==> src/source/rv_decode_pkg.sv <==
// Decode types, opcode and funct5 constants, operation classes and handshake states
package rv_decode_pkg;

    typedef logic [31:0] insn_t;
    typedef logic [4:0]  reg_idx_t;
    typedef logic [31:0] imm_t;
    typedef logic [2:0]  rm_t;
    typedef logic [15:0] count_t;

    typedef enum logic [4:0] {
        op_branch, op_alu_imm, op_alu_reg, op_jal, op_jalr,
        op_lui, op_auipc, op_load, op_store, op_system,
        op_fadd, op_fsub, op_fmul, op_fdiv, op_fsgnj, op_fminmax,
        op_fsqrt, op_fcmp, op_fcvt_f2i, op_fmv_f2i, op_fcvt_i2f, op_fmv_i2f,
        op_flw, op_fsw, op_fmadd, op_fmsub, op_fnmsub, op_fnmadd,
        op_illegal
    } op_class_t;

    // Release is a keyword, so every state carries a prefix
    typedef enum logic [2:0] {
        st_idle, st_decode, st_select, st_present, st_release
    } decode_state_t;

    localparam logic [6:0] opc_load    = 7'h03;
    localparam logic [6:0] opc_flw     = 7'h07;
    localparam logic [6:0] opc_alu_imm = 7'h13;
    localparam logic [6:0] opc_auipc   = 7'h17;
    localparam logic [6:0] opc_store   = 7'h23;
    localparam logic [6:0] opc_fsw     = 7'h27;
    localparam logic [6:0] opc_alu_reg = 7'h33;
    localparam logic [6:0] opc_lui     = 7'h37;
    localparam logic [6:0] opc_fmadd   = 7'h43;
    localparam logic [6:0] opc_fmsub   = 7'h47;
    localparam logic [6:0] opc_fnmsub  = 7'h4b;
    localparam logic [6:0] opc_fnmadd  = 7'h4f;
    localparam logic [6:0] opc_op_fp   = 7'h53;
    localparam logic [6:0] opc_branch  = 7'h63;
    localparam logic [6:0] opc_jalr    = 7'h67;
    localparam logic [6:0] opc_jal     = 7'h6f;
    localparam logic [6:0] opc_system  = 7'h73;

    localparam logic [4:0] f5_fadd     = 5'h00;
    localparam logic [4:0] f5_fsub     = 5'h01;
    localparam logic [4:0] f5_fmul     = 5'h02;
    localparam logic [4:0] f5_fdiv     = 5'h03;
    localparam logic [4:0] f5_fsgnj    = 5'h04;
    localparam logic [4:0] f5_fminmax  = 5'h05;
    localparam logic [4:0] f5_fsqrt    = 5'h0b;
    localparam logic [4:0] f5_fcmp     = 5'h14;
    localparam logic [4:0] f5_fcvt_f2i = 5'h18;
    localparam logic [4:0] f5_fmv_f2i  = 5'h1c;
    localparam logic [4:0] f5_fcvt_i2f = 5'h1a;
    localparam logic [4:0] f5_fmv_i2f  = 5'h1e;

endpackage

==> src/source/decode_bus_if.sv <==
// Decoded record bus between the instruction decoder and the immediate selector
`timescale 1ns/100ps

interface decode_bus_if;

    rv_decode_pkg::op_class_t op_class;
    rv_decode_pkg::reg_idx_t  rd;
    rv_decode_pkg::reg_idx_t  rs1;
    rv_decode_pkg::reg_idx_t  rs2;
    rv_decode_pkg::reg_idx_t  rs3;
    rv_decode_pkg::rm_t       rm;
    rv_decode_pkg::imm_t      imm_i;
    rv_decode_pkg::imm_t      imm_s;
    rv_decode_pkg::imm_t      imm_b;
    rv_decode_pkg::imm_t      imm_u;
    rv_decode_pkg::imm_t      imm_j;

    modport producer (
        output op_class, rd, rs1, rs2, rs3, rm, imm_i, imm_s, imm_b, imm_u, imm_j
    );

    modport consumer (
        input op_class, rd, rs1, rs2, rs3, rm, imm_i, imm_s, imm_b, imm_u, imm_j
    );

endinterface

==> src/source/decode_handshake_fsm.sv <==
// FSM for the four-phase input and output handshakes and the data register strobes
`timescale 1ns/100ps

module decode_handshake_fsm (
    input  logic  clock,
    input  logic  rst_n,
    input  logic  in_req,
    output logic  in_ack,
    output logic  out_req,
    input  logic  out_ack,
    output logic  capture,
    output logic  load,
    output logic  delivered
);

    rv_decode_pkg::decode_state_t  state;
    rv_decode_pkg::decode_state_t  next_state;

    // Strobes are decoded from the state so they line up with the transition edge
    assign capture   = (state == rv_decode_pkg::st_idle) && in_req;
    assign load      = (state == rv_decode_pkg::st_decode);
    assign delivered = (state == rv_decode_pkg::st_present) && out_ack;

    always_comb begin
        next_state = state;
        case (state)
            rv_decode_pkg::st_idle: begin
                if (in_req) next_state = rv_decode_pkg::st_decode;
            end
            rv_decode_pkg::st_decode:  next_state = rv_decode_pkg::st_select;
            rv_decode_pkg::st_select:  next_state = rv_decode_pkg::st_present;
            rv_decode_pkg::st_present: begin
                if (out_ack) next_state = rv_decode_pkg::st_release; // Sink took the record
            end
            rv_decode_pkg::st_release: begin
                if (!out_ack && !in_req) next_state = rv_decode_pkg::st_idle;
            end
            default: next_state = rv_decode_pkg::st_idle;
        endcase
    end

    always_ff @(posedge clock or negedge rst_n) begin
        if (!rst_n) begin
            state   <= rv_decode_pkg::st_idle;
            in_ack  <= 1'b0;
            out_req <= 1'b0;
        end else begin
            state <= next_state;
            case (state)
                rv_decode_pkg::st_select: begin
                    in_ack  <= 1'b1;
                    out_req <= 1'b1;
                end
                rv_decode_pkg::st_present: begin
                    if (out_ack) out_req <= 1'b0;
                end
                rv_decode_pkg::st_release: begin
                    if (!out_ack && !in_req) in_ack <= 1'b0; // Both partners have let go
                end
                default: ;
            endcase
        end
    end

endmodule

==> src/source/insn_counter.sv <==
// Delivered and illegal instruction counters
`timescale 1ns/100ps

module insn_counter (
    input  logic                      clock,
    input  logic                      rst_n,
    input  logic                      delivered,
    input  rv_decode_pkg::op_class_t  op_class,
    output rv_decode_pkg::count_t     insn_count,
    output rv_decode_pkg::count_t     illegal_count
);

    always_ff @(posedge clock or negedge rst_n) begin
        if (!rst_n) begin
            insn_count    <= '0;
            illegal_count <= '0;
        end else if (delivered) begin
            insn_count <= insn_count + 16'd1; // Wraps at 16 bits
            if (op_class == rv_decode_pkg::op_illegal) begin
                illegal_count <= illegal_count + 16'd1;
            end
        end
    end

endmodule

==> src/source/rv_decode_top.sv <==
// Top level of the instruction decode unit with plain handshake and record ports
`timescale 1ns/100ps

module rv_decode_top (
    input  logic                      clock,
    input  logic                      rst_n,
    input  logic                      in_req,
    output logic                      in_ack,
    input  rv_decode_pkg::insn_t      insn,
    output logic                      out_req,
    input  logic                      out_ack,
    output rv_decode_pkg::op_class_t  op_class,
    output logic                      illegal,
    output rv_decode_pkg::reg_idx_t   rd,
    output rv_decode_pkg::reg_idx_t   rs1,
    output rv_decode_pkg::reg_idx_t   rs2,
    output rv_decode_pkg::reg_idx_t   rs3,
    output rv_decode_pkg::rm_t        rm,
    output rv_decode_pkg::imm_t       imm,
    output rv_decode_pkg::count_t     insn_count,
    output rv_decode_pkg::count_t     illegal_count
);

    logic  capture;
    logic  load;
    logic  delivered;

    decode_bus_if dec_bus ();

    decode_handshake_fsm u_fsm (
        .clock     (clock),
        .rst_n     (rst_n),
        .in_req    (in_req),
        .in_ack    (in_ack),
        .out_req   (out_req),
        .out_ack   (out_ack),
        .capture   (capture),
        .load      (load),
        .delivered (delivered)
    );

    rv_insn_decoder u_decoder (
        .clock   (clock),
        .rst_n   (rst_n),
        .capture (capture),
        .insn    (insn),
        .dec     (dec_bus.producer)
    );

    rv_imm_select u_imm_select (
        .clock    (clock),
        .rst_n    (rst_n),
        .load     (load),
        .dec      (dec_bus.consumer),
        .op_class (op_class),
        .rd       (rd),
        .rs1      (rs1),
        .rs2      (rs2),
        .rs3      (rs3),
        .rm       (rm),
        .imm      (imm)
    );

    insn_counter u_counter (
        .clock         (clock),
        .rst_n         (rst_n),
        .delivered     (delivered),
        .op_class      (op_class),
        .insn_count    (insn_count),
        .illegal_count (illegal_count)
    );

    assign illegal = (op_class == rv_decode_pkg::op_illegal);

endmodule

==> src/source/rv_imm_select.sv <==
// Output record register that keeps only the immediate the instruction format uses
`timescale 1ns/100ps

module rv_imm_select (
    input  logic                      clock,
    input  logic                      rst_n,
    input  logic                      load,
    decode_bus_if.consumer            dec,
    output rv_decode_pkg::op_class_t  op_class,
    output rv_decode_pkg::reg_idx_t   rd,
    output rv_decode_pkg::reg_idx_t   rs1,
    output rv_decode_pkg::reg_idx_t   rs2,
    output rv_decode_pkg::reg_idx_t   rs3,
    output rv_decode_pkg::rm_t        rm,
    output rv_decode_pkg::imm_t       imm
);

    rv_decode_pkg::imm_t  imm_sel;

    always_comb begin
        case (dec.op_class)
            rv_decode_pkg::op_alu_imm, rv_decode_pkg::op_load,
            rv_decode_pkg::op_jalr, rv_decode_pkg::op_flw:  imm_sel = dec.imm_i;
            rv_decode_pkg::op_store, rv_decode_pkg::op_fsw: imm_sel = dec.imm_s;
            rv_decode_pkg::op_branch:                       imm_sel = dec.imm_b;
            rv_decode_pkg::op_lui, rv_decode_pkg::op_auipc: imm_sel = dec.imm_u;
            rv_decode_pkg::op_jal:                          imm_sel = dec.imm_j;
            default:                                        imm_sel = '0; // No immediate
        endcase
    end

    always_ff @(posedge clock or negedge rst_n) begin
        if (!rst_n) begin
            op_class <= rv_decode_pkg::op_illegal;
        end else if (load) begin
            op_class <= dec.op_class;
        end
    end

    always_ff @(posedge clock) begin
        if (load) begin
            rd  <= dec.rd;
            rs1 <= dec.rs1;
            rs2 <= dec.rs2;
            rs3 <= dec.rs3;
            rm  <= dec.rm;
            imm <= imm_sel;
        end
    end

endmodule

==> src/source/rv_insn_decoder.sv <==
// Registered RV32IMF decoder producing class, register fields and all immediate forms
`timescale 1ns/100ps

module rv_insn_decoder (
    input  logic                  clock,
    input  logic                  rst_n,
    input  logic                  capture,
    input  rv_decode_pkg::insn_t  insn,
    decode_bus_if.producer        dec
);

    logic [6:0]                opcode;
    logic [4:0]                funct5;
    rv_decode_pkg::op_class_t  next_class;

    assign opcode = insn[6:0];
    assign funct5 = insn[31:27];

    always_comb begin
        case (opcode)
            rv_decode_pkg::opc_branch:  next_class = rv_decode_pkg::op_branch;
            rv_decode_pkg::opc_alu_imm: next_class = rv_decode_pkg::op_alu_imm;
            rv_decode_pkg::opc_alu_reg: next_class = rv_decode_pkg::op_alu_reg; // M shares this
            rv_decode_pkg::opc_jal:     next_class = rv_decode_pkg::op_jal;
            rv_decode_pkg::opc_jalr:    next_class = rv_decode_pkg::op_jalr;
            rv_decode_pkg::opc_lui:     next_class = rv_decode_pkg::op_lui;
            rv_decode_pkg::opc_auipc:   next_class = rv_decode_pkg::op_auipc;
            rv_decode_pkg::opc_load:    next_class = rv_decode_pkg::op_load;
            rv_decode_pkg::opc_store:   next_class = rv_decode_pkg::op_store;
            rv_decode_pkg::opc_system:  next_class = rv_decode_pkg::op_system;
            rv_decode_pkg::opc_flw:     next_class = rv_decode_pkg::op_flw;
            rv_decode_pkg::opc_fsw:     next_class = rv_decode_pkg::op_fsw;
            rv_decode_pkg::opc_fmadd:   next_class = rv_decode_pkg::op_fmadd;
            rv_decode_pkg::opc_fmsub:   next_class = rv_decode_pkg::op_fmsub;
            rv_decode_pkg::opc_fnmsub:  next_class = rv_decode_pkg::op_fnmsub;
            rv_decode_pkg::opc_fnmadd:  next_class = rv_decode_pkg::op_fnmadd;
            rv_decode_pkg::opc_op_fp: begin
                // OP-FP is split further by funct5 in the top bits
                case (funct5)
                    rv_decode_pkg::f5_fadd:     next_class = rv_decode_pkg::op_fadd;
                    rv_decode_pkg::f5_fsub:     next_class = rv_decode_pkg::op_fsub;
                    rv_decode_pkg::f5_fmul:     next_class = rv_decode_pkg::op_fmul;
                    rv_decode_pkg::f5_fdiv:     next_class = rv_decode_pkg::op_fdiv;
                    rv_decode_pkg::f5_fsgnj:    next_class = rv_decode_pkg::op_fsgnj;
                    rv_decode_pkg::f5_fminmax:  next_class = rv_decode_pkg::op_fminmax;
                    rv_decode_pkg::f5_fsqrt:    next_class = rv_decode_pkg::op_fsqrt;
                    rv_decode_pkg::f5_fcmp:     next_class = rv_decode_pkg::op_fcmp;
                    rv_decode_pkg::f5_fcvt_f2i: next_class = rv_decode_pkg::op_fcvt_f2i;
                    rv_decode_pkg::f5_fmv_f2i:  next_class = rv_decode_pkg::op_fmv_f2i;
                    rv_decode_pkg::f5_fcvt_i2f: next_class = rv_decode_pkg::op_fcvt_i2f;
                    rv_decode_pkg::f5_fmv_i2f:  next_class = rv_decode_pkg::op_fmv_i2f;
                    default:                    next_class = rv_decode_pkg::op_illegal;
                endcase
            end
            default: next_class = rv_decode_pkg::op_illegal;
        endcase
    end

    always_ff @(posedge clock or negedge rst_n) begin
        if (!rst_n) begin
            dec.op_class <= rv_decode_pkg::op_illegal;
        end else if (capture) begin
            dec.op_class <= next_class;
        end
    end

    // Field extraction is the same for every format
    always_ff @(posedge clock) begin
        if (capture) begin
            dec.rd  <= insn[11:7];
            dec.rs1 <= insn[19:15];
            dec.rs2 <= insn[24:20];
            dec.rs3 <= insn[31:27];
            dec.rm  <= insn[14:12];

            // All immediates sign extend from bit 31
            dec.imm_i <= {{20{insn[31]}}, insn[31:20]};
            dec.imm_s <= {{20{insn[31]}}, insn[31:25], insn[11:7]};
            dec.imm_b <= {{19{insn[31]}}, insn[31], insn[7], insn[30:25], insn[11:8], 1'b0};
            dec.imm_u <= {insn[31:12], 12'b0};
            dec.imm_j <= {{11{insn[31]}}, insn[31], insn[19:12], insn[20], insn[30:21], 1'b0};
        end
    end

endmodule

==> config.mk <==
export PLATFORM = sky130hd
export DESIGN_NAME = rv_decode_top
export DESIGN_NICKNAME = d
export VERILOG_FILES = /design/src/source/rv_decode_pkg.sv /design/src/source/decode_bus_if.sv /design/src/source/decode_handshake_fsm.sv /design/src/source/insn_counter.sv /design/src/source/rv_decode_top.sv /design/src/source/rv_imm_select.sv /design/src/source/rv_insn_decoder.sv
export SDC_FILE = /design/constraint.sdc
export NUM_CORES = 1
export LEC_CHECK = 0
export ABC_CLOCK_PERIOD_IN_PS = 5570
export BUFFER_PORTS_ARGS = -buffer_cell sky130_fd_sc_hd__buf_2
export CAP_MARGIN = 25
export CORE_UTILIZATION = 39
export CTS_BUF_LIST = sky130_fd_sc_hd__clkbuf_8 sky130_fd_sc_hd__clkbuf_16
export CTS_CLUSTER_DIAMETER = 50
export DETAILED_ROUTE_END_ITERATION = 16
export HOLD_SLACK_MARGIN = 0.05
export PLACE_DENSITY = 0.65
export SYNTH_ARGS = -nofsm -noshare
export SYNTH_HDL_FRONTEND = slang
export SYNTH_SLANG_ARGS = --single-unit
==> constraint.sdc <==
create_clock -name clock -period 5.57 [get_ports clock]
set_input_delay 1.114 -clock clock [delete_from_list [all_inputs] [get_ports clock]]
set_output_delay 1.114 -clock clock [all_outputs]
set_load 0.05 [all_outputs]
==> out/metrics.csv <==
metric;value;unit
crit path DAT;1610;ps
Crit path depth;3;
hold buffer count at CTS;0;
layout cells sized above 1;36.0;%
DP HPWL;7860;µm
post-synthesis sequential area ratio;65.1;%
Warnings, synthesis;0;
Starting DRT DRC Count;256;
CP startpoint kind;register;
Post-synth EDFFs;80;
Total Nets Final;580;
R2R cell count;4;
std cell rows;43;
Hold WS;444;ps
post-place setup slack;2750;ps
cell area power density;558;nW/µm²
number of global-route vias before repair;3466;
fin cells;735;
first-pass GRT wire length;17800;µm
vias;3714;
Root Buffer;clkbuf_16;
R2R setup slack;3500;ps
area grow syn2layout;24.9;%
post-route ant nets;0;
GRT overflow;0;
total track usage;15.8;%
Chip Height;121;µm
die width;121;µm
die area;14600;µm²
clk sinks;127;
Most used DFF post-synth;edfxtp_1;
cells along the critical path;nand4b_2 -> nor2_1 -> buf_2;
Max Fclk;0.367;GHz
clock buffer depth;2;
Starting Density;39.9;%
CTS Buf Count;17;
Antenna Cells;0;
Slew @ Worst Pin;775;ps
Post-Route WL;11400;µm
Synth Cell Area;5510;µm²
Fin Clk Skew;8.52;ps
area of the core;13800;µm²
crit-path max cell delay;550;ps
Final GP Congestion;0.818;
I/O pins;131;
# setup viols final;0;
reg2reg start;u_decoder.dec.op_class[4];
Net Count, Synth;445;
initial antenna violation count;0;
Leak;0.00285;µW
CP top delay family;flip-flops;
asr flop ratio synth;37.0;%
clk_lat worst skew;400;ps
largest net degree at the start of global routing;61;
Finished Core Util;49.8;%
synth top area cells;edfxtp_1 (44%), dfrtp_1 (19%), xnor2_1 (3.3%);
Yosys cell types;66;
Critical Setup Path Class;register to output port;
dpl cells;701;
CP Buf/Inv Count;1;
crit-path max FO;3;
Avg Cell Area, Syn;13.5;µm²
postcts setup bufs;0;
average wire per standard cell;15.5;µm
post-CTS sizing;0;
Yosys top cell by area;edfxtp_1;
Worst Hold Class;register to register;
Hold Vio Cnt, Final;0;
Vias/cell;5.05;
period utilization;48.9;%
Peak VDD IR;0.219;mV
CTS tree;done;
PnR worst setup slack;2850;ps
Mapped Cells;407;
reg2reg end;u_imm_select.imm[27];
Tmin final;2720;ps
number of max-cap violations;0;
Slew HR;48.4;%
Yosys top cell area share;43.6;%
Sum Neg Setup Slack;0;ps
CP Capture Type;output port;
port bufs;130;
TritonRoute pass-1 iters;6;
end point of the critical path;illegal;
RSZ-0062 raised after global routing;no;
outcome;finished, final reports clean;
Critical Path Source;u_imm_select.op_class[4];
H-tree levels;4;
Crit-path slowest cell;dfstp_2;
Req. time, crit path;4460;ps
Clock transition at path regs;60;ps
Final Max Tran Viols;0;
post-synthesis sequential element count;127;
DRC violations left;0;
cells in the mapped netlist (5+ instances only):
cell      count
nand4_1      10
dfrtp_1      41
a21oi_1      11
o21ai_0       9
nand3_1      22
inv_1        10
nand2_1      25
xor2_1       10
dfstp_2       6
edfxtp_1     80
a31oi_1       9
buf_6         6
and3_1        9
mux2_2        6
nor2b_1      11
nor3_1        5
nor2_1       16
xnor2_1      21
buf_2         6
o21ai_1      19
area by class of cell:
class                           count  area, µm²
Multi-Input combinational cell    252       1770
Clock inverter                     15        144
Fill cell                        1202       6940
Clock buffer                       17        425
Tap cell                          180        225
Sequential cell                   127       3590
Timing Repair Buffer              134        697
Inverter                           10       37.5
cells in the final DEF (no fill, tap or decap), types with 9 or more instances in the layout:
master     count
nor2_1        16
a21oi_1       11
nand2_1       25
clkbuf_16     17
dfrtp_1       41
nor2b_1       11
o21ai_0        9
o21ai_1       19
xnor2_1       21
buf_2        130
a31oi_1        9
and3_1         9
xor2_1        10
nand3_1       22
edfxtp_1      80
inv_1         10
nand4_1       10
cell families after synthesis:
logic type,share of synthesized area [%]
flip-flops,65.1
adder cells (fa/ha/maj),0.454
AO/OA/AOI/OAI,8.85
XOR/XNOR,4.93
AND/OR/NAND/NOR,16.2
multiplexers,1.59
buffers and inverters,2.91
metal layers:
layer  vias to the layer above  track usage, %  share of wire, %
met3                        17            3.90               4.7
met2                       109            25.8                50
met4                         0            6.25               1.4
li1                       1794               -                 -
met5                         -               0                 0
met1                      1794            20.2                44
per-stage QoR:
stage	total power [µW]	area [µm²]
floorplan	2530	5510
global placement	2790	6290
detailed placement	2820	6290
CTS	3880	6860
global route	4020	6890
finish	3840	6890
worst reg2reg max path: stages (launching register included):
cell	delay, ps
dfstp_2	680
mux2i_1	210
o21ai_0	200
a21boi_4	550
o21ai_1	160
power by group:
part / total [µW] / switching [µW] / internal, µW / leakage (µW)
clock network: 1050 / 391 / 654 / 0.000270
logic: 1290 / 989 / 303 / 0.00123
registers: 1500 / 194 / 1310 / 0.00135
total: 3840 / 1580 / 2270 / 0.00285
sequential cells by signal, summed over array words and instances, names as in the netlist, 3 cells and up:
register,cells
u_imm_select.rs2,5
u_decoder.dec.imm_i,5
u_imm_select.imm,32
u_decoder.dec.imm_s,12
u_imm_select.rm,3
u_imm_select.rs1,5
u_decoder.dec.rs1,4
u_decoder.dec.op_class,5
u_counter.insn_count,16
u_counter.illegal_count,16
u_fsm.state,3
u_imm_select.rd,5
u_imm_select.rs3,5
u_imm_select.op_class,5
worst min-delay path by stage:
stage                                  from                  to  slack [ps]  cells past startpoint
finish              u_decoder.dec.imm_u[14]  u_imm_select.rm[2]         440                      0
CTS                 u_decoder.dec.imm_u[14]  u_imm_select.rm[2]         450                      0
detailed placement  u_decoder.dec.imm_u[14]  u_imm_select.rm[2]         430                      0
global placement     u_decoder.dec.imm_s[1]  u_imm_select.rd[1]         430                      0
global route        u_decoder.dec.imm_u[14]  u_imm_select.rm[2]         450                      0
floorplan               u_decoder.dec.rm[0]  u_imm_select.rm[0]         430                      0
No activity file was read; power rests on OpenSTA's default activity.
